==> config.mk <==
export PLATFORM = sky130hd
export DESIGN_NAME = uart_subsys
export DESIGN_NICKNAME = d
export VERILOG_FILES = /design/src/design/uart_cfg_pkg.sv /design/src/design/uart_bus_pkg.sv /design/src/design/uart_subsys.sv /design/src/design/uart_rx.sv /design/src/design/uart_tx.sv /design/src/design/uart_fifo.sv /design/src/design/uart_regs.sv /design/src/design/uart_apb_bridge.sv
export SDC_FILE = /design/constraint.sdc
export NUM_CORES = 1
export LEC_CHECK = 0
export BUFFER_PORTS_ARGS = -buffer_cell sky130_fd_sc_hd__buf_2
export CAP_MARGIN = 20
export CORE_MARGIN = 5
export CORE_UTILIZATION = 35
export CTS_BUF_LIST = sky130_fd_sc_hd__clkbuf_8
export DETAILED_ROUTE_END_ITERATION = 8
export GPL_TIMING_DRIVEN = 0
export HOLD_SLACK_MARGIN = 0.15
export SLEW_MARGIN = 20
export SYNTH_ARGS = -nofsm -noshare
export SYNTH_HDL_FRONTEND = slang
export SYNTH_SLANG_ARGS = --single-unit
export TNS_END_PERCENT = 20
==> constraint.sdc <==
create_clock -name clk_i -period 3.95 [get_ports clk_i]
set_clock_uncertainty 0.15 [all_clocks]
set_input_delay 0 -clock clk_i [delete_from_list [all_inputs] [get_ports clk_i]]
set_output_delay 0 -clock clk_i [all_outputs]
set_load 0.005 [all_outputs]
==> src/design/uart_cfg_pkg.sv <==
// UART configuration and states
package uart_cfg_pkg;

    typedef logic [7:0] byte_t;

    // fixed baud rate, no divider register
    localparam int CLKS_PER_BIT = 8;

    localparam int FIFO_DEPTH = 4;
    typedef logic [2:0] fifo_cnt_t;

    // status register bit positions
    localparam int ST_TX_FULL    = 0;
    localparam int ST_TX_EMPTY   = 1;
    localparam int ST_RX_EMPTY   = 2;
    localparam int ST_RX_FULL    = 3;
    localparam int ST_RX_OVERRUN = 4;

    typedef enum logic [1:0] {TX_IDLE, TX_START, TX_DATA, TX_STOP} tx_state_e;
    typedef enum logic [1:0] {RX_IDLE, RX_START, RX_DATA, RX_STOP} rx_state_e;
    typedef enum logic [1:0] {BR_IDLE, BR_SETUP, BR_ACCESS, BR_RESP} bridge_state_e;

endpackage

==> src/design/uart_bus_pkg.sv <==
// UART register bus types
package uart_bus_pkg;

    typedef logic [31:0] word_t;
    typedef logic [3:0]  reg_addr_t;

    // byte offsets inside the UART window, anything else is unmapped
    localparam reg_addr_t ADDR_DATA   = 4'h0;
    localparam reg_addr_t ADDR_STATUS = 4'h4;

    typedef struct packed {
        logic      write;
        reg_addr_t addr;
        word_t     wdata;
    } bus_req_t;

    typedef struct packed {
        logic      psel;
        logic      penable;
        logic      pwrite;
        reg_addr_t paddr;
        word_t     pwdata;
    } apb_req_t;

    typedef struct packed {
        word_t prdata;
        logic  pready;
        logic  pslverr;
    } apb_rsp_t;

endpackage
==> src/design/uart_subsys.sv <==
// UART subsystem top level
`timescale 1ns/100ps

module uart_subsys (
    input  logic                   clk_i,
    input  logic                   rst_n_i,
    input  logic                   req_valid_i,
    input  uart_bus_pkg::bus_req_t req_i,
    input  logic                   rx_i,
    input  logic                   cts_i,
    output logic                   rsp_valid_o,
    output uart_bus_pkg::word_t    rsp_rdata_o,
    output logic                   rsp_err_o,
    output logic                   tx_o,
    output logic                   rts_o,
    output logic                   irq_o
);

    uart_bus_pkg::apb_req_t apb_req;
    uart_bus_pkg::apb_rsp_t apb_rsp;
    logic                   tx_push;
    logic                   tx_pop;
    logic                   tx_full;
    logic                   tx_empty;
    uart_cfg_pkg::byte_t    tx_wdata;
    uart_cfg_pkg::byte_t    tx_head;
    logic                   rx_valid;
    logic                   rx_pop;
    logic                   rx_full;
    logic                   rx_empty;
    uart_cfg_pkg::byte_t    rx_byte;
    uart_cfg_pkg::byte_t    rx_head;

    uart_apb_bridge bridge_i (
        .clk_i       (clk_i),
        .rst_n_i     (rst_n_i),
        .req_valid_i (req_valid_i),
        .req_i       (req_i),
        .apb_rsp_i   (apb_rsp),
        .apb_req_o   (apb_req),
        .rsp_valid_o (rsp_valid_o),
        .rsp_rdata_o (rsp_rdata_o),
        .rsp_err_o   (rsp_err_o)
    );

    uart_regs regs_i (
        .clk_i      (clk_i),
        .rst_n_i    (rst_n_i),
        .apb_req_i  (apb_req),
        .tx_full_i  (tx_full),
        .tx_empty_i (tx_empty),
        .rx_empty_i (rx_empty),
        .rx_full_i  (rx_full),
        .rx_data_i  (rx_head),
        .rx_valid_i (rx_valid),
        .apb_rsp_o  (apb_rsp),
        .tx_push_o  (tx_push),
        .tx_data_o  (tx_wdata),
        .rx_pop_o   (rx_pop)
    );

    uart_fifo tx_fifo_i (
        .clk_i   (clk_i),
        .rst_n_i (rst_n_i),
        .push_i  (tx_push),
        .data_i  (tx_wdata),
        .pop_i   (tx_pop),
        .data_o  (tx_head),
        .full_o  (tx_full),
        .empty_o (tx_empty)
    );

    // a byte that arrives while the RX FIFO is full is lost
    uart_fifo rx_fifo_i (
        .clk_i   (clk_i),
        .rst_n_i (rst_n_i),
        .push_i  (rx_valid && !rx_full),
        .data_i  (rx_byte),
        .pop_i   (rx_pop),
        .data_o  (rx_head),
        .full_o  (rx_full),
        .empty_o (rx_empty)
    );

    uart_tx tx_i (
        .clk_i        (clk_i),
        .rst_n_i      (rst_n_i),
        .fifo_empty_i (tx_empty),
        .fifo_data_i  (tx_head),
        .cts_i        (cts_i),
        .fifo_pop_o   (tx_pop),
        .tx_o         (tx_o)
    );

    uart_rx rx_i_inst (
        .clk_i      (clk_i),
        .rst_n_i    (rst_n_i),
        .rx_i       (rx_i),
        .rx_valid_o (rx_valid),
        .rx_data_o  (rx_byte)
    );

    assign rts_o = rx_full;
    assign irq_o = !rx_empty;

endmodule

==> src/design/uart_rx.sv <==
// UART receiver
`timescale 1ns/100ps

module uart_rx (
    input  logic                clk_i,
    input  logic                rst_n_i,
    input  logic                rx_i,
    output logic                rx_valid_o,
    output uart_cfg_pkg::byte_t rx_data_o
);

    uart_cfg_pkg::rx_state_e                       state_q;
    logic [$clog2(uart_cfg_pkg::CLKS_PER_BIT)-1:0] baud_cnt_q;
    logic [2:0]                                    bit_idx_q;
    logic                                          rx_meta_q;
    logic                                          rx_sync_q;
    logic                                          half_bit;
    logic                                          full_bit;

    assign half_bit = (baud_cnt_q == $bits(baud_cnt_q)'(uart_cfg_pkg::CLKS_PER_BIT / 2 - 1));
    assign full_bit = (baud_cnt_q == $bits(baud_cnt_q)'(uart_cfg_pkg::CLKS_PER_BIT - 1));

    // the line idles high, so the synchronizer resets to one
    always_ff @(posedge clk_i) begin
        if (!rst_n_i) begin
            rx_meta_q <= 1'b1;
            rx_sync_q <= 1'b1;
        end else begin
            rx_meta_q <= rx_i;
            rx_sync_q <= rx_meta_q;
        end
    end

    always_ff @(posedge clk_i) begin
        if (!rst_n_i) begin
            state_q    <= uart_cfg_pkg::RX_IDLE;
            baud_cnt_q <= '0;
            bit_idx_q  <= '0;
            rx_valid_o <= 1'b0;
        end else begin
            rx_valid_o <= 1'b0;
            baud_cnt_q <= full_bit ? '0 : baud_cnt_q + 1'b1;
            case (state_q)
                uart_cfg_pkg::RX_IDLE: begin
                    baud_cnt_q <= '0;
                    if (!rx_sync_q) begin
                        state_q <= uart_cfg_pkg::RX_START;
                    end
                end
                uart_cfg_pkg::RX_START: begin
                    // a start bit that is gone by mid-bit was only a glitch
                    if (half_bit) begin
                        baud_cnt_q <= '0;
                        bit_idx_q  <= '0;
                        state_q    <= rx_sync_q ? uart_cfg_pkg::RX_IDLE : uart_cfg_pkg::RX_DATA;
                    end
                end
                uart_cfg_pkg::RX_DATA: begin
                    if (full_bit) begin
                        bit_idx_q <= bit_idx_q + 1'b1;
                        if (bit_idx_q == 3'd7) begin
                            state_q <= uart_cfg_pkg::RX_STOP;
                        end
                    end
                end
                default: begin
                    // frames with a low stop bit are dropped here
                    if (full_bit) begin
                        rx_valid_o <= rx_sync_q;
                        state_q    <= uart_cfg_pkg::RX_IDLE;
                    end
                end
            endcase
        end
    end

    always_ff @(posedge clk_i) begin
        if (state_q == uart_cfg_pkg::RX_DATA && full_bit) begin
            rx_data_o <= {rx_sync_q, rx_data_o[7:1]};
        end
    end

endmodule

==> src/design/uart_tx.sv <==
// UART transmitter
`timescale 1ns/100ps

module uart_tx (
    input  logic                clk_i,
    input  logic                rst_n_i,
    input  logic                fifo_empty_i,
    input  uart_cfg_pkg::byte_t fifo_data_i,
    input  logic                cts_i,
    output logic                fifo_pop_o,
    output logic                tx_o
);

    uart_cfg_pkg::tx_state_e                       state_q;
    logic [$clog2(uart_cfg_pkg::CLKS_PER_BIT)-1:0] baud_cnt_q;
    logic [2:0]                                    bit_idx_q;
    uart_cfg_pkg::byte_t                           shift_q;
    logic                                          bit_end;

    assign bit_end = (baud_cnt_q == $bits(baud_cnt_q)'(uart_cfg_pkg::CLKS_PER_BIT - 1));

    // CTS is active low and only gates the start of a new frame
    assign fifo_pop_o = (state_q == uart_cfg_pkg::TX_IDLE) && !fifo_empty_i && !cts_i;

    always_ff @(posedge clk_i) begin
        if (!rst_n_i) begin
            state_q    <= uart_cfg_pkg::TX_IDLE;
            baud_cnt_q <= '0;
            bit_idx_q  <= '0;
        end else begin
            baud_cnt_q <= bit_end ? '0 : baud_cnt_q + 1'b1;
            case (state_q)
                uart_cfg_pkg::TX_IDLE: begin
                    baud_cnt_q <= '0;
                    if (fifo_pop_o) begin
                        state_q <= uart_cfg_pkg::TX_START;
                    end
                end
                uart_cfg_pkg::TX_START: begin
                    if (bit_end) begin
                        state_q   <= uart_cfg_pkg::TX_DATA;
                        bit_idx_q <= '0;
                    end
                end
                uart_cfg_pkg::TX_DATA: begin
                    if (bit_end) begin
                        bit_idx_q <= bit_idx_q + 1'b1;
                        if (bit_idx_q == 3'd7) begin
                            state_q <= uart_cfg_pkg::TX_STOP;
                        end
                    end
                end
                default: begin
                    if (bit_end) begin
                        state_q <= uart_cfg_pkg::TX_IDLE;
                    end
                end
            endcase
        end
    end

    // data goes out LSB first
    always_ff @(posedge clk_i) begin
        if (fifo_pop_o) begin
            shift_q <= fifo_data_i;
        end else if (state_q == uart_cfg_pkg::TX_DATA && bit_end) begin
            shift_q <= {1'b0, shift_q[7:1]};
        end
    end

    always_comb begin
        case (state_q)
            uart_cfg_pkg::TX_START: tx_o = 1'b0;
            uart_cfg_pkg::TX_DATA:  tx_o = shift_q[0];
            default:                tx_o = 1'b1;
        endcase
    end

endmodule

==> src/design/uart_fifo.sv <==
// Synchronous byte FIFO
`timescale 1ns/100ps

module uart_fifo (
    input  logic                clk_i,
    input  logic                rst_n_i,
    input  logic                push_i,
    input  uart_cfg_pkg::byte_t data_i,
    input  logic                pop_i,
    output uart_cfg_pkg::byte_t data_o,
    output logic                full_o,
    output logic                empty_o
);

    uart_cfg_pkg::byte_t mem_q [uart_cfg_pkg::FIFO_DEPTH];
    logic [$clog2(uart_cfg_pkg::FIFO_DEPTH)-1:0] wr_ptr_q;
    logic [$clog2(uart_cfg_pkg::FIFO_DEPTH)-1:0] rd_ptr_q;
    uart_cfg_pkg::fifo_cnt_t count_q;

    assign full_o  = (count_q == uart_cfg_pkg::fifo_cnt_t'(uart_cfg_pkg::FIFO_DEPTH));
    assign empty_o = (count_q == '0);
    assign data_o  = mem_q[rd_ptr_q];

    always_ff @(posedge clk_i) begin
        if (push_i) begin
            mem_q[wr_ptr_q] <= data_i;
        end
    end

    // the pointers wrap on their own since the depth is a power of two
    always_ff @(posedge clk_i) begin
        if (!rst_n_i) begin
            wr_ptr_q <= '0;
            rd_ptr_q <= '0;
            count_q  <= '0;
        end else begin
            if (push_i) begin
                wr_ptr_q <= wr_ptr_q + 1'b1;
            end
            if (pop_i) begin
                rd_ptr_q <= rd_ptr_q + 1'b1;
            end
            case ({push_i, pop_i})
                2'b10:   count_q <= count_q + 1'b1;
                2'b01:   count_q <= count_q - 1'b1;
                default: count_q <= count_q;
            endcase
        end
    end

    a_no_overflow: assert property (@(posedge clk_i) disable iff (!rst_n_i)
        push_i |-> !full_o);

    a_no_underflow: assert property (@(posedge clk_i) disable iff (!rst_n_i)
        pop_i |-> !empty_o);

endmodule

==> src/design/uart_regs.sv <==
// UART register block
`timescale 1ns/100ps

module uart_regs (
    input  logic                   clk_i,
    input  logic                   rst_n_i,
    input  uart_bus_pkg::apb_req_t apb_req_i,
    input  logic                   tx_full_i,
    input  logic                   tx_empty_i,
    input  logic                   rx_empty_i,
    input  logic                   rx_full_i,
    input  uart_cfg_pkg::byte_t    rx_data_i,
    input  logic                   rx_valid_i,
    output uart_bus_pkg::apb_rsp_t apb_rsp_o,
    output logic                   tx_push_o,
    output uart_cfg_pkg::byte_t    tx_data_o,
    output logic                   rx_pop_o
);

    logic                access;
    logic                is_data;
    logic                is_status;
    logic                err;
    logic                overrun_q;
    uart_bus_pkg::word_t status;

    assign access    = apb_req_i.psel && apb_req_i.penable;
    assign is_data   = (apb_req_i.paddr == uart_bus_pkg::ADDR_DATA);
    assign is_status = (apb_req_i.paddr == uart_bus_pkg::ADDR_STATUS);

    // an unmapped address, a write into a full TX FIFO or a read of an empty RX FIFO
    assign err = access && (!(is_data || is_status) ||
                            (is_data && apb_req_i.pwrite && tx_full_i) ||
                            (is_data && !apb_req_i.pwrite && rx_empty_i));

    assign tx_push_o = access && is_data && apb_req_i.pwrite && !err;
    assign tx_data_o = apb_req_i.pwdata[7:0];
    assign rx_pop_o  = access && is_data && !apb_req_i.pwrite && !err;

    always_comb begin
        status                              = '0;
        status[uart_cfg_pkg::ST_TX_FULL]    = tx_full_i;
        status[uart_cfg_pkg::ST_TX_EMPTY]   = tx_empty_i;
        status[uart_cfg_pkg::ST_RX_EMPTY]   = rx_empty_i;
        status[uart_cfg_pkg::ST_RX_FULL]    = rx_full_i;
        status[uart_cfg_pkg::ST_RX_OVERRUN] = overrun_q;
    end

    always_comb begin
        apb_rsp_o.prdata  = '0;
        apb_rsp_o.pready  = 1'b1;
        apb_rsp_o.pslverr = err;
        if (!apb_req_i.pwrite && is_data) begin
            apb_rsp_o.prdata = uart_bus_pkg::word_t'(rx_data_i);
        end else if (!apb_req_i.pwrite && is_status) begin
            apb_rsp_o.prdata = status;
        end
    end

    // a STATUS read clears the flag, but a byte lost in the same cycle keeps it set
    always_ff @(posedge clk_i) begin
        if (!rst_n_i) begin
            overrun_q <= 1'b0;
        end else if (rx_valid_i && rx_full_i) begin
            overrun_q <= 1'b1;
        end else if (access && is_status && !apb_req_i.pwrite) begin
            overrun_q <= 1'b0;
        end
    end

    a_no_push_full: assert property (@(posedge clk_i) disable iff (!rst_n_i)
        tx_push_o |-> !tx_full_i);

endmodule

==> src/design/uart_apb_bridge.sv <==
// Request to APB bridge
`timescale 1ns/100ps

module uart_apb_bridge (
    input  logic                   clk_i,
    input  logic                   rst_n_i,
    input  logic                   req_valid_i,
    input  uart_bus_pkg::bus_req_t req_i,
    input  uart_bus_pkg::apb_rsp_t apb_rsp_i,
    output uart_bus_pkg::apb_req_t apb_req_o,
    output logic                   rsp_valid_o,
    output uart_bus_pkg::word_t    rsp_rdata_o,
    output logic                   rsp_err_o
);

    uart_cfg_pkg::bridge_state_e state_q;
    uart_bus_pkg::bus_req_t      req_q;

    always_ff @(posedge clk_i) begin
        if (!rst_n_i) begin
            state_q <= uart_cfg_pkg::BR_IDLE;
        end else begin
            case (state_q)
                uart_cfg_pkg::BR_IDLE: begin
                    if (req_valid_i) begin
                        state_q <= uart_cfg_pkg::BR_SETUP;
                    end
                end
                uart_cfg_pkg::BR_SETUP:  state_q <= uart_cfg_pkg::BR_ACCESS;
                uart_cfg_pkg::BR_ACCESS: begin
                    // the slave may stretch the access phase with pready low
                    if (apb_rsp_i.pready) begin
                        state_q <= uart_cfg_pkg::BR_RESP;
                    end
                end
                default: state_q <= uart_cfg_pkg::BR_IDLE;
            endcase
        end
    end

    always_ff @(posedge clk_i) begin
        if (state_q == uart_cfg_pkg::BR_IDLE && req_valid_i) begin
            req_q <= req_i;
        end
        if (state_q == uart_cfg_pkg::BR_ACCESS && apb_rsp_i.pready) begin
            rsp_rdata_o <= apb_rsp_i.prdata;
            rsp_err_o   <= apb_rsp_i.pslverr;
        end
    end

    always_comb begin
        apb_req_o.psel    = (state_q == uart_cfg_pkg::BR_SETUP) ||
                            (state_q == uart_cfg_pkg::BR_ACCESS);
        apb_req_o.penable = (state_q == uart_cfg_pkg::BR_ACCESS);
        apb_req_o.pwrite  = req_q.write;
        apb_req_o.paddr   = req_q.addr;
        apb_req_o.pwdata  = req_q.wdata;
    end

    assign rsp_valid_o = (state_q == uart_cfg_pkg::BR_RESP);

    // setup is always followed by access with the same address
    a_setup_to_access: assert property (@(posedge clk_i) disable iff (!rst_n_i)
        apb_req_o.psel && !apb_req_o.penable
        |=> apb_req_o.psel && apb_req_o.penable && $stable(apb_req_o.paddr));

    // the requester must wait for the response before the next strobe
    a_strobe_when_idle: assert property (@(posedge clk_i) disable iff (!rst_n_i)
        req_valid_i |-> state_q == uart_cfg_pkg::BR_IDLE);

endmodule

=== After elaboration in Yosys (flattened, before gate mapping) ===
Memory sizes are Yosys's and may differ from the RTL's. A register that Yosys moved wholly into a read port is not among the register bits.
Cells that the tools add are included.

* $add $sub $neg: 12
* Multipliers: 0
* Div/mod/pow operators: 0
* Order comparisons: 0
* Equality and inequality tests: 28
* Shift operators: 0
* Multiplexer cells: 41
* Bitwise logic cells: 2
* Reduce and logical (&&, ||, !) cells: 52

{| class="wikitable"
|+ Operator list
! operator !! number
|-
| 2-to-1 mux 2 bit || 16
|-
| one-hot mux 3 bit (2 select lines) || 5
|-
| 2-to-1 mux 8 bit || 3
|-
| logical AND 1 bit || 21
|-
| adder 3 x 1 -> 3 bit, second input constant || 6
|-
| == test 3 bit, second input constant || 6
|-
| 2-to-1 mux 3 bit || 6
|-
| one-hot mux 2 bit (3 select lines) || 3
|-
| nonzero test 2 bit || 7
|-
| == test 2 bit, second input constant || 6
|-
| != test 2 x 1 -> 1 bit, second input constant || 6
|-
| == test 2 x 1 -> 1 bit, second input constant || 5
|-
| AND reduction 5 bit || 2
|-
| adder 2 x 1 -> 2 bit, second input constant || 4
|-
| logical NOT 1 bit || 7
|-
| logical NOT 2 bit || 3
|-
| logical NOT 3 bit || 2
|-
| 2-to-1 mux 1 bit || 6
|-
| != test 2 bit, second input constant || 3
|-
| AND reduction 3 bit || 2
|-
| subtractor 3 x 1 -> 3 bit, second input constant || 2
|-
| 2-to-1 mux 5 bit || 1
|-
| OR reduction 5 bit || 1
|-
| == test 4 x 3 -> 1 bit, second input constant || 1
|-
| other kinds (7) || 11
|}

* Flip-flop bits (word level): 98
* Latch bits: 0
* Bits in writable memories: 64
* Bits in read-only memories: 0
* Bits of input ports: 42
* Memories: 2

{| class="wikitable"
|+ Memory list
! memory !! depth !! bits a word !! read ports !! clocked after memory_dff !! wr ports !! RTL line !! RTL
|-
| rx_fifo_i.mem_q || 4 || 8 || 1 || 1 || 1 || uart_fifo.sv:15 || <nowiki>uart_cfg_pkg::byte_t mem_q [uart_cfg_pkg::FIFO_DEPTH];</nowiki>
|-
| tx_fifo_i.mem_q || 4 || 8 || 1 || 1 || 1 || uart_fifo.sv:15 ||
|}

=== Longest topological paths before layout ===
Gate-level depths: netlist of the first run.

* Word-level depth: 10
* Gate-level depth with buffers: 11

=== Cells and area by module ===
From an unflattened synthesis of the first run, not the netlist that was laid out.

* Cell total of the unflattened synthesis: 472
* Area, all modules: 7713.6 µm²

{| class="wikitable"
|+ Modules (own cells, without submodules)
! module !! times used !! cells each !! area each (µm²) !! seq. area each (µm²)
|-
| uart_fifo || 2 || 88 || 1607.8 || 1141.1
|-
| uart_apb_bridge || 1 || 87 || 2262.2 || 2142.1
|-
| uart_rx || 1 || 78 || 893.4 || 460.4
|-
| uart_tx || 1 || 64 || 837.1 || 400.4
|-
| uart_regs || 1 || 65 || 488.0 || 20.0
|-
| uart_subsys || 1 || 2 || 17.5 || 0.0
|}

=== Worst setup path before layout of the first run ===
OpenSTA, ideal clock, no wires.

* Kind: flip-flop to flip-flop
* Start: reg bridge_i.state_q[0]
* End: reg rx_fifo_i.count_q[2]
* Library setup time: 0.076 ns
* Arrival time: 2.860 ns
* Required time: 3.724 ns
* Path slack: 0.865 ns
* Stages on the path, launching flop included: 11
* Buffers on the path: 0
* Clock period less this slack: 3.085 ns
* Cells stage by stage: dfxtp_1 -> inv_1 -> ha_1 -> or4b_4 -> nor4_4 -> ha_1 -> inv_1 -> fa_1 -> xor2_1 -> or3_1 -> a21boi_0

* Cells in the longest elaborated chain, start to end: 8
* Elaborated cells on any way between the ends: 13
* Those cells by class: 4 x eq/ne; 1 x mux; 8 x reduce/logical

{| class="wikitable"
|+ Ends and longest elaborated chain
! element !! RTL line !! RTL
|-
| from (decl) || uart_apb_bridge.sv:16 || <nowiki>uart_cfg_pkg::bridge_state_e state_q;</nowiki>
|-
| from (signal assigned) || uart_apb_bridge.sv:21 || <nowiki>state_q <= uart_cfg_pkg::BR_IDLE;</nowiki>
|-
| from (signal assigned) || uart_apb_bridge.sv:26 || <nowiki>state_q <= uart_cfg_pkg::BR_SETUP;</nowiki>
|-
| from (signal assigned) || uart_apb_bridge.sv:29 || <nowiki>uart_cfg_pkg::BR_SETUP: state_q <= uart_cfg_pkg::BR_ACCESS;</nowiki>
|-
| == test 2 x 1 -> 1 bit or == test 2 bit (tied branches) || uart_apb_bridge.sv:52, uart_apb_bridge.sv:53, uart_apb_bridge.sv:54 ||
|-
| logical OR 1 bit || uart_apb_bridge.sv:52 || <nowiki>apb_req_o.psel = (state_q == uart_cfg_pkg::BR_SETUP) ||</nowiki>
|-
| logical AND 1 bit (*) || uart_regs.sv:27 || <nowiki>assign access = apb_req_i.psel && apb_req_i.penable;</nowiki>
|-
| logical AND 1 bit, on equally long branches || uart_regs.sv:38, uart_regs.sv:32 ||
|-
| logical AND 1 bit or logical NOT 1 bit (tied branches) || uart_regs.sv:38 || <nowiki>assign rx_pop_o = access && is_data && !apb_req_i.pwrite && !err;</nowiki>
|-
| logical AND 1 bit (*) || uart_regs.sv:38 ||
|-
| via regs_i.rx_pop_o || uart_regs.sv:17 || <nowiki>output logic rx_pop_o</nowiki>
|-
| == test 2 x 1 -> 1 bit or == test 2 bit (tied branches) || uart_fifo.sv:43 || <nowiki>case ({push_i, pop_i})</nowiki>
|-
| one-hot mux 3 bit (2 select lines) or nonzero test 2 bit (tied branches) || - ||
|-
| to (signal assigned) || uart_fifo.sv:44 || <nowiki>2'b10: count_q <= count_q + 1'b1;</nowiki>
|-
| to (signal assigned) || uart_fifo.sv:45 || <nowiki>2'b01: count_q <= count_q - 1'b1;</nowiki>
|-
| to (signal assigned) || uart_fifo.sv:46 || <nowiki>default: count_q <= count_q;</nowiki>
|-
| to (decl) || uart_fifo.sv:18 || <nowiki>uart_cfg_pkg::fifo_cnt_t count_q;</nowiki>
|}

The timed path passes the listed nets; every way through them passes the cells marked *.
A chain may end at the register's enable or synchronous reset.

=== Worst setup path in the final report of the first run ===
Ends and elaborated chain as after synthesis.

==> flow_metrics.env, run 1 <==
export IMPL_post_route_min_period_ns=3.411
export IMPL_gp_congestion=0.7266
export IMPL_crit_start="bridge_i.state_q[0]$_SDFFE_PN0P_"
export IMPL_wl_per_cell_um=14.55
export IMPL_syn_instance_count=412
export IMPL_syn2layout_area_growth_pct=20.50
export IMPL_core_area_mm2=0.01712
export IMPL_final_util_pct=42.54
export IMPL_cts_sinks=142
export IMPL_relSlewSlack_pct=34.95
export IMPL_post_cts_buffers=0
export IMPL_ys_seq_area_share_pct=63.95
export IMPL_worst_ir_drop_vdd_mv=0.2481
export IMPL_grt_overflow=0
export IMPL_setup_viol=0
export IMPL_max_freq_mhz=293.2
export IMPL_first_pass_iters=4
export IMPL_synth_ff_type="edfxtp_1"
export IMPL_antenna_cells=0
export IMPL_grt_pass1_wl_um=17820
export IMPL_dr_total_vias=3442
export IMPL_grt_usage_pct=11.41
export IMPL_fin_setup_tns_ns=0
export IMPL_worstHoldStart="rx_i_inst.rx_meta_q$_SDFF_PN1_"
export IMPL_dieArea_mm2=0.01999
export IMPL_yosysTopAreaCellShare_pct=50.69
export IMPL_clockRootBuffer="clkbuf_8"
export IMPL_cp_slowest_stage_delay_ns=0.57
export IMPL_ant_nets=0
export IMPL_drv_cap=0
export IMPL_finish_instance_area_mm2=0.007281
export IMPL_grt_max_degree=19
export IMPL_die_h_um=141.4
export IMPL_grt_pass1_vias=3556
export IMPL_hold_viol=0
export IMPL_wl_um=10960
export IMPL_cts_buffers=17
export IMPL_cp_max_fo=11
export IMPL_rsz0062_at_grt="false"
export IMPL_clk_latency_ns=0.45
export IMPL_htree_levels=4
export IMPL_synth_avg_cell_area_um2=14.67
export IMPL_required_ns=4.17
export IMPL_fillCellCount=1554
export IMPL_yosys_top_cells_area="edfxtp_1 51%, dfxtp_1 13%, ha_1 6.4%"
export IMPL_cts_max_path_buffers=2
export IMPL_ys_types=49
export IMPL_fp_row_count=48
export IMPL_path_cells="inv_1 > ha_1 > or4b_4 > nor4_4 > ha_1 > inv_1 > fa_1 > xor2_1 > or3_1 > a21boi_0"
export IMPL_synth_edf_count=102
export IMPL_clk_pin_slew_ns=0.10
export IMPL_crit_path_start_kind="flip-flop"
export IMPL_ys_async_sr_fraction_pct=0
export IMPL_drcViolationCount=0
export IMPL_port_buffers=29
export IMPL_avgViaCountPerCell=4.571
export IMPL_antenna_found_initial=0
export IMPL_worst_slew_pin_slew_ns=0.9684
export IMPL_hold_path_class="reg -> reg"
export IMPL_synthTopCellsByCount="102 x edfxtp_1, 40 x dfxtp_1, 31 x ha_1, 27 x inv_1, 24 x buf_4"
export IMPL_die_w_um=141.4
export IMPL_postPlaceCellArea_mm2=0.006555
export IMPL_yosysMostFrequentCell="edfxtp_1"
export IMPL_critPathKind="reg -> reg"
export IMPL_crit_path_top_delay_cell="or4b_4"
export IMPL_drive_gt1_share_pct=22.73
export IMPL_outcome="completed"
export IMPL_synth_seq_cells=142
export IMPL_syn_cell_area_mm2=0.006042
export IMPL_drt_iter0_drc=109
export IMPL_layout_nets=590
export IMPL_pin_count=79
export IMPL_start_util_pct=35.30
export IMPL_r2r_start="bridge_i.state_q[0]$_SDFFE_PN0P_"
export IMPL_cts_tree="built"
export IMPL_critPathArrivalTime_ns=3.63
export IMPL_drv_slew=0
export IMPL_power_density_mw_per_mm2=435.9
export IMPL_finalCritPeriodShare_pct=86.35
export IMPL_leakage_nw=2.690
export IMPL_end_kind="flip-flop"
export IMPL_dpl_hpwl_um=7565
export IMPL_synth_warnings=0
export IMPL_synth_top_cell_by_area="edfxtp_1"
cell usage in the layout (no fill, tap or decap), types with 4 or more instances in the layout:
cell type and instances:
inv_1 27, dfxtp_1 40, xnor2_1 6, clkbuf_1 9
o21ai_0 8, inv_8 10, dlygate4sd3_1 32, nor3_1 6
a21boi_0 12, and2_2 4, ha_1 31, mux4_2 16
nand2_1 22, clkbuf_8 17, buf_2 29, or3_1 5
nand3_1 7, nand2b_1 7, edfxtp_1 102, and3_1 10
buf_4 24, nor2_1 7, conb_1 24, and2_1 16
nor2b_1 6, a21oi_1 5, mux2_2 7
layer usage:
layer,part of all wire [%],global-route usage (%),routed length [um]
met5,0,0,0
met4,1.6,3.586,171
met3,3.7,3.472,408
met2,52,20.09,5721
met1,42,13.39,4654
final cells by class:
class                           instances  area, um2  area share [%]
Buffer                                 34      219.0           3.007
Timing Repair Buffer                   61      465.4           6.393
Clock buffer                           17      234.0           3.214
Multi-Input combinational cell        231       1941           26.65
Sequential cell                       142       3864           53.07
Inverter                               28      105.1           1.444
Tap cell                              225      281.5           3.867
Clock inverter                         15      171.4           2.354
worst max-delay path, delay by kind of cell, from the launching register on:
kind / cells / cell delay (ns)
compound gates: 1 / 0.16
xor+xnor: 1 / 0.16
fa+ha+maj: 3 / 1.14
buf+inv: 2 / 0.16
flops: 1 / 0.35
simple gates: 3 / 1.21
sequential cells by signal (all words and copies together) (netlist names), 3 cells and up, named ones only:
signal                count
bridge_i.apb_req_o       13
bridge_i.rsp_rdata_o      8
rx_fifo_i.count_q         3
rx_fifo_i.mem_q          32
rx_i_inst.baud_cnt_q      3
rx_i_inst.bit_idx_q       3
rx_i_inst.rx_data_o       8
tx_fifo_i.count_q         3
tx_fifo_i.mem_q          32
tx_i.baud_cnt_q           3
tx_i.bit_idx_q            3
tx_i.shift_q              8
logic make-up after synthesis:
family / count (synthesis) / synth area share, %
buffers and inverters: 62 / 5.363
AOI/OAI and AO/OA: 39 / 4.970
adders and majority gates: 33 / 7.082
muxes: 25 / 7.600
other: 1 / 0.06207
and+or+nand+nor: 101 / 9.671
xor gates and xnor gates: 9 / 1.305
DFF: 142 / 63.95
power by group:
part           internal (mW)  total (mW)  switching (mW)
sequential              1.66        1.70          0.0414
combinational          0.138       0.303           0.164
clock                  0.492        1.17           0.680
total                   2.29        3.17           0.886
path summary, 6_finish.rpt:
path	endpoint	slack, ns	depth (start not counted)
setup / recovery	rx_fifo_i.count_q[2]$_SDFFE_PN0P_	0.54	10
hold / removal	rx_i_inst.rx_sync_q$_SDFF_PN1_	0.28	1
setup reg to reg	rx_fifo_i.count_q[2]$_SDFFE_PN0P_	0.54	10
hold reg to reg	rx_i_inst.rx_sync_q$_SDFF_PN1_	0.28	1
stage by stage:
step / setup WS (ns) / power, mW / instances / hold slack (ns)
final: 0.5391 / 3.173 / 753 / 0.2768
after CTS: 0.4746 / 3.206 / 753 / 0.2754
after global routing: 0.2775 / 3.313 / 753 / 0.2860
after global placement: 0.5896 / 1.994 / 689 / 0.02777
after floorplan: 0.8645 / 1.920 / 435 / -0.05113
after detailed placement: 0.4931 / 2.013 / 689 / 0.02856
timing repair:
item,CTS,global route
endpoints found under the hold margin,37,0
endpoints found under the setup margin,0,0
hold buffers,32,0
resized for setup,0,0
Note: power is estimated with default switching activity, not from simulation.
==> run 2: changes to the inputs <==
CORE_ASPECT_RATIO = 1.4   (was default)
==> run 2 against run 1 <==
Compared with the run above:
- sequential share of layout area grew 0.30 points
- combinational power barely moved
- clock-buffer cell count stayed put
- first-iteration DRC count increased by 60%
- worst setup slack worse by 0.022 ns
- global-route usage is 0.10 points higher
- largest power group unchanged
- cell area shrank 0.57%
- critical endpoint unchanged
- critical path depth shrank 1
- sequential cell count is the same
==> flow_metrics.env, run 2 (synthesis gave the netlist of run 1 again) <==
export IMPL_drive_gt1_share_pct=21.97
export IMPL_grt_max_degree=17
export IMPL_drt_iter0_drc=174
export IMPL_worstHoldStart="rx_i_inst.rx_meta_q$_SDFF_PN1_"
export IMPL_grt_usage_pct=11.51
export IMPL_layout_nets=590
export IMPL_finalCritPeriodShare_pct=86.92
export IMPL_clockRootBuffer="clkbuf_8"
export IMPL_fillCellCount=1541
export IMPL_worst_path_stages=9
export IMPL_pin_count=79
export IMPL_gp_congestion=0.7344
export IMPL_finish_instance_area_mm2=0.007239
export IMPL_die_h_um=165.5
export IMPL_end_kind="flip-flop"
export IMPL_cp_common_cell="ha_1"
export IMPL_avgViaCountPerCell=4.508
export IMPL_reg2reg_depth=9
export IMPL_path_cells="ha_1 > or4b_4 > nor4_4 > ha_1 > inv_1 > fa_1 > xor2_1 > or3_1 > a21boi_0"
export IMPL_setup_viol=0
export IMPL_clk_pin_slew_ns=0.08
export IMPL_timing_critical_path_buf_inv=1
export IMPL_reg2reg_to="rx_fifo_i.count_q[2]$_SDFFE_PN0P_"
export IMPL_endpoint="rx_fifo_i.count_q[2]$_SDFFE_PN0P_"
export IMPL_grt_pass1_wl_um=17570
export IMPL_rsz0062_at_grt="false"
export IMPL_fp_row_count=56
export IMPL_drcViolationCount=0
export IMPL_outcome="completed"
export IMPL_syn2layout_area_growth_pct=19.82
export IMPL_start_util_pct=35.78
export IMPL_cp_max_fo=11
export IMPL_cts_max_path_buffers=2
export IMPL_port_buffers=29
export IMPL_holdPathStages=1
export IMPL_layout_common_cells="102 x edfxtp_1, 40 x dfxtp_1, 32 x dlygate4sd3_1, 31 x ha_1, 29 x buf_2"
export IMPL_htree_levels=4
export IMPL_postPlaceCellArea_mm2=0.006564
export IMPL_critPathArrivalTime_ns=3.64
export IMPL_core_area_mm2=0.01689
export IMPL_ant_nets=0
export IMPL_power_density_mw_per_mm2=419.9
export IMPL_cp_slowest_stage_delay_ns=0.57
export IMPL_cts_sinks=142
export IMPL_fin_setup_tns_ns=0
export IMPL_r2r_start="bridge_i.state_q[1]$_SDFFE_PN0P_"
export IMPL_dpl_hpwl_um=7929
export IMPL_first_pass_iters=4
export IMPL_critPathKind="reg -> reg"
export IMPL_post_route_min_period_ns=3.433
export IMPL_hold_path_class="reg -> reg"
export IMPL_crit_start="bridge_i.state_q[1]$_SDFFE_PN0P_"
export IMPL_crit_family="simple AND/OR/NAND/NOR gates"
export IMPL_worst_ir_drop_vdd_mv=0.2140
export IMPL_relSlewSlack_pct=44.42
export IMPL_drv_slew=0
export IMPL_layout_commonest_cell="edfxtp_1"
export IMPL_required_ns=4.15
export IMPL_leakage_nw=2.657
export IMPL_cts_buffers=17
export IMPL_rrSetupSlack_ns=0.52
export IMPL_grt_pass1_vias=3462
export IMPL_crit_path_top_delay_cell="or4b_4"
export IMPL_wl_per_cell_um=14.57
export IMPL_max_freq_mhz=291.3
export IMPL_worst_slew_pin_slew_ns=0.8274
export IMPL_wl_um=11080
export IMPL_clk_latency_ns=0.43
export IMPL_antenna_found_initial=0
export IMPL_drv_cap=0
export IMPL_hold_viol=0
export IMPL_grt_overflow=0
export IMPL_antenna_cells=0
export IMPL_die_w_um=121.0
export IMPL_power_mw=3.040
export IMPL_dieArea_mm2=0.02003
export IMPL_cts_tree="built"
export IMPL_crit_path_start_kind="flip-flop"
export IMPL_dr_total_vias=3426
run 2: timing repair:
item,in CTS,in global routing
hold buffers,32,0
endpoints found under the hold margin,37,0
buffers inserted,0,0
gates resized for setup,0,0
run 2: power by group:
part / internal, mW / leakage, nW / switching, mW
Sequential: 1.66 / 1.25 / 0.0428
Combinational: 0.138 / 1.23 / 0.165
Clock: 0.493 / 0.176 / 0.543
Total: 2.29 / 2.66 / 0.751
run 2: per-stage QoR:
step | hold slack [ns] | cells | utilization (%) | setup WS (ns)
after floorplan | -0.05113 | 435 | - | 0.8645
after global placement | 0.02679 | 696 | 38.87 | 0.5561
after detailed placement | 0.02834 | 696 | 38.87 | 0.4968
after CTS | 0.2620 | 760 | 42.87 | 0.4449
after global routing | 0.2715 | 760 | 42.87 | 0.2585
final | 0.2604 | 760 | 42.87 | 0.5166
run 2: worst reg2reg max path, delay by kind of cell (launching register included):
family / cells / cell delay (ns)
DFF: 1 / 0.42
and+or+nand+nor: 3 / 1.25
xor gates and xnor gates: 1 / 0.16
adders and majority gates: 3 / 1.17
buffers and inverters: 1 / 0.07
AOI/OAI and AO/OA: 1 / 0.16
run 2: cell type report:
class	count	area [um2]	share of cell area [%]
buffer	34	219.0	3.025
tap	232	290.3	4.010
clock inverter	15	121.4	1.676
clock buffer	17	234.0	3.232
sequential	142	3864	53.37
multi-input combinational	231	1941	26.81
timing repair buffer	61	465.4	6.429
inverter	28	105.1	1.452
run 2: layer usage:
metal	vias up	wire length [um]	GRT usage, %
met5	-	0	0
met4	0	141	4.124
met3	12	384	2.828
met2	49	6234	22.08
met1	1703	4315	12.06
li1	1662	-	-
run 2: how the worst min path moves through the flow:
stage / end / slack (ns)
final: rx_i_inst.rx_sync_q$_SDFF_PN1_ / 0.26
after global routing: rx_i_inst.rx_sync_q$_SDFF_PN1_ / 0.27
after CTS: rx_i_inst.rx_sync_q$_SDFF_PN1_ / 0.26
after detailed placement: bridge_i.apb_req_o[2]$_DFFE_PP_ / 0.03
after global placement: bridge_i.apb_req_o[2]$_DFFE_PP_ / 0.03
after floorplan: bridge_i.apb_req_o[0]$_DFFE_PP_ / -0.05
==> run 3: changes to the inputs <==
CORE_MARGIN = default   (was 5)
PLACE_DENSITY = 0.64   (was default)
==> run 3 against run 2 <==
Compared with the run above:
- combinational power about the same
- clock-buffer cell count is the same
- wire length down 4.8%
- core utilization increased by 0.097 points
- maximum frequency is 0.15% lower
- worst setup slack lost 0.0053 ns
- cell count down 3.9%
- sequential power about the same
- power up 1.7%
- hold slack better by 0.0049 ns
- highest routed layer unchanged
- die area shrank 11%
==> flow_metrics.env, run 3 (synthesis gave the netlist of run 1 again) <==
export IMPL_outcome="completed"
export IMPL_start_util_pct=35.93
export IMPL_power_frac_clock_pct=35.4
export IMPL_p_comb_share_pct=9.7
export IMPL_leakage_nw=2.665
export IMPL_post_cts_buffers=0
export IMPL_finalCritPeriodShare_pct=87.06
export IMPL_worst_ir_drop_vdd_mv=0.2128
export IMPL_syn2layout_area_growth_pct=19.59
export IMPL_swShare_pct=23.99
export IMPL_htree_levels=4
export IMPL_layout_commonest_cell="edfxtp_1"
export IMPL_pwr_share_seq_pct=54.9
export IMPL_post_route_min_period_ns=3.439
export IMPL_cts_buffers=17
export IMPL_pre_cts_ws_ns=0.4777
export IMPL_wl_per_cell_um=14.44
export IMPL_die_w_um=113.0
export IMPL_worstHoldStart="rx_i_inst.rx_meta_q$_SDFF_PN1_"
export IMPL_crit_family="simple AND/OR/NAND/NOR gates"
export IMPL_dieArea_mm2=0.01780
export IMPL_crit_path_start_kind="flip-flop"
export IMPL_antenna_found_initial=0
export IMPL_die_h_um=157.5
export IMPL_fin_ws_ns=0.5113
export IMPL_relSlewSlack_pct=44.24
export IMPL_layout_common_cells="102 x edfxtp_1, 40 x dfxtp_1, 32 x dlygate4sd3_1, 31 x ha_1, 29 x buf_2"
export IMPL_layout_nets=590
export IMPL_dr_total_vias=3407
export IMPL_grt_max_degree=17
export IMPL_wl_um=10540
export IMPL_hold_viol=0
export IMPL_critPathArrivalTime_ns=3.65
export IMPL_cts_max_path_buffers=2
export IMPL_max_freq_mhz=290.8
export IMPL_cts_tree="built"
export IMPL_gp_congestion=0.7485
export IMPL_grt_usage_pct=12.65
export IMPL_drt_iter0_drc=188
export IMPL_r2r_start="bridge_i.state_q[0]$_SDFFE_PN0P_"
export IMPL_grt_pass1_wl_um=16900
export IMPL_final_util_pct=42.97
export IMPL_ant_nets=0
export IMPL_crit_path_top_delay_cell="or4b_4"
export IMPL_worstHoldEndpoint="rx_i_inst.rx_sync_q$_SDFF_PN1_"
export IMPL_power_density_mw_per_mm2=428.0
export IMPL_drcViolationCount=0
export IMPL_rsz0062_at_grt="false"
export IMPL_drive_gt1_share_pct=22.01
export IMPL_port_buffers=29
export IMPL_cts_resized_gates=0
export IMPL_core_area_mm2=0.01682
export IMPL_reg2reg_depth=10
export IMPL_avgViaCountPerCell=4.667
export IMPL_setup_viol=0
export IMPL_worst_slew_pin_slew_ns=0.8364
export IMPL_hold_path_class="reg -> reg"
export IMPL_timing_critical_path_buf_inv=2
export IMPL_reg2reg_to="rx_fifo_i.count_q[2]$_SDFFE_PN0P_"
export IMPL_clk_latency_ns=0.43
export IMPL_pin_count=79
export IMPL_path_cells="inv_1 > ha_1 > or4b_4 > nor4_4 > ha_1 > inv_1 > fa_1 > xor2_1 > or3_1 > a21boi_0"
export IMPL_first_pass_iters=4
export IMPL_required_ns=4.16
export IMPL_end_kind="flip-flop"
export IMPL_grt_overflow=0
export IMPL_fp_row_count=56
export IMPL_drv_cap=0
export IMPL_clk_pin_slew_ns=0.07
export IMPL_holdPathStages=1
export IMPL_grt_pass1_vias=3461
export IMPL_cp_max_fo=11
export IMPL_antenna_cells=0
export IMPL_rrSetupSlack_ns=0.51
export IMPL_cts_sinks=142
export IMPL_fin_setup_tns_ns=0
export IMPL_p_switching_mw=0.7419
export IMPL_dpl_hpwl_um=7629
export IMPL_critPathKind="reg -> reg"
export IMPL_clockRootBuffer="clkbuf_8"
export IMPL_drv_slew=0
export IMPL_cp_slowest_stage_delay_ns=0.59
export IMPL_p_int_mw=2.351
-- run 3: changes by cell type in the layout (fill, tap and decap cells not counted), sizes merged --
cell / before / now
clkinv: 7 / 8
inv: 32 / 30
clkinvlp: 3 / 2
bufinv: 1 / 2
-- run 3: final cells by class --
type                       count  area [um2]
inverter                      28       105.1
multi-input combinational    231        1941
fill                        1563        9590
sequential                   142        3864
clock buffer                  17       234.0
buffer                        34       219.0
tap                          203       254.0
timing repair buffer          61       465.4
clock inverter                14       143.9
-- run 3: timing repair --
item	4_1_cts	5_1_grt
endpoints found under the hold margin	42	0
endpoints found under the setup margin	0	0
hold buffers	32	0
-- run 3: worst max-delay path by stage --
| stage | to | startpoint | slack (ns) | cells after the start |
|---|---|---|---|---|
| 3_5_place_dp | rx_fifo_i.count_q[2]$_SDFFE_PN0P_ | bridge_i.state_q[0]$_SDFFE_PN0P_ | 0.48 | 10 |
| 6_report | rx_fifo_i.count_q[2]$_SDFFE_PN0P_ | bridge_i.state_q[0]$_SDFFE_PN0P_ | 0.51 | 10 |
| 4_1_cts | rx_fifo_i.count_q[2]$_SDFFE_PN0P_ | bridge_i.state_q[0]$_SDFFE_PN0P_ | 0.46 | 10 |
| 3_3_place_gp | rx_fifo_i.count_q[2]$_SDFFE_PN0P_ | bridge_i.state_q[0]$_SDFFE_PN0P_ | 0.52 | 10 |
| 5_1_grt | tx_fifo_i.count_q[2]$_SDFFE_PN0P_ | bridge_i.state_q[1]$_SDFFE_PN0P_ | 0.29 | 10 |
| 2_1_floorplan | rx_fifo_i.count_q[2]$_SDFFE_PN0P_ | bridge_i.state_q[0]$_SDFFE_PN0P_ | 0.86 | 10 |
-- run 3: per-layer routing --
metal,track usage [%],wire (um)
met5,0,0
met4,5.890,231
met3,3.389,355
met2,24.34,5832
met1,12.46,4119
-- run 3: through the flow --
| step | power [mW] | instances | area (um2) | hold slack [ns] |
|---|---|---|---|---|
| after floorplan | 1.920 | 435 | 6128 | -0.05113 |
| after global placement | 1.999 | 667 | 6528 | 0.02596 |
| after detailed placement | 2.011 | 667 | 6528 | 0.02809 |
| after CTS | 3.127 | 730 | 7226 | 0.2652 |
| after global routing | 3.230 | 730 | 7226 | 0.2828 |
| final | 3.093 | 730 | 7226 | 0.2653 |
-- run 3: power groups by stage --
stage	clock, mW	combinational [mW]	sequential (mW)
floorplan	0	0.198	1.72
global placement	0	0.271	1.73
detailed placement	0	0.279	1.73
CTS	1.12	0.305	1.70
global route	1.19	0.339	1.71
finish	1.09	0.301	1.70
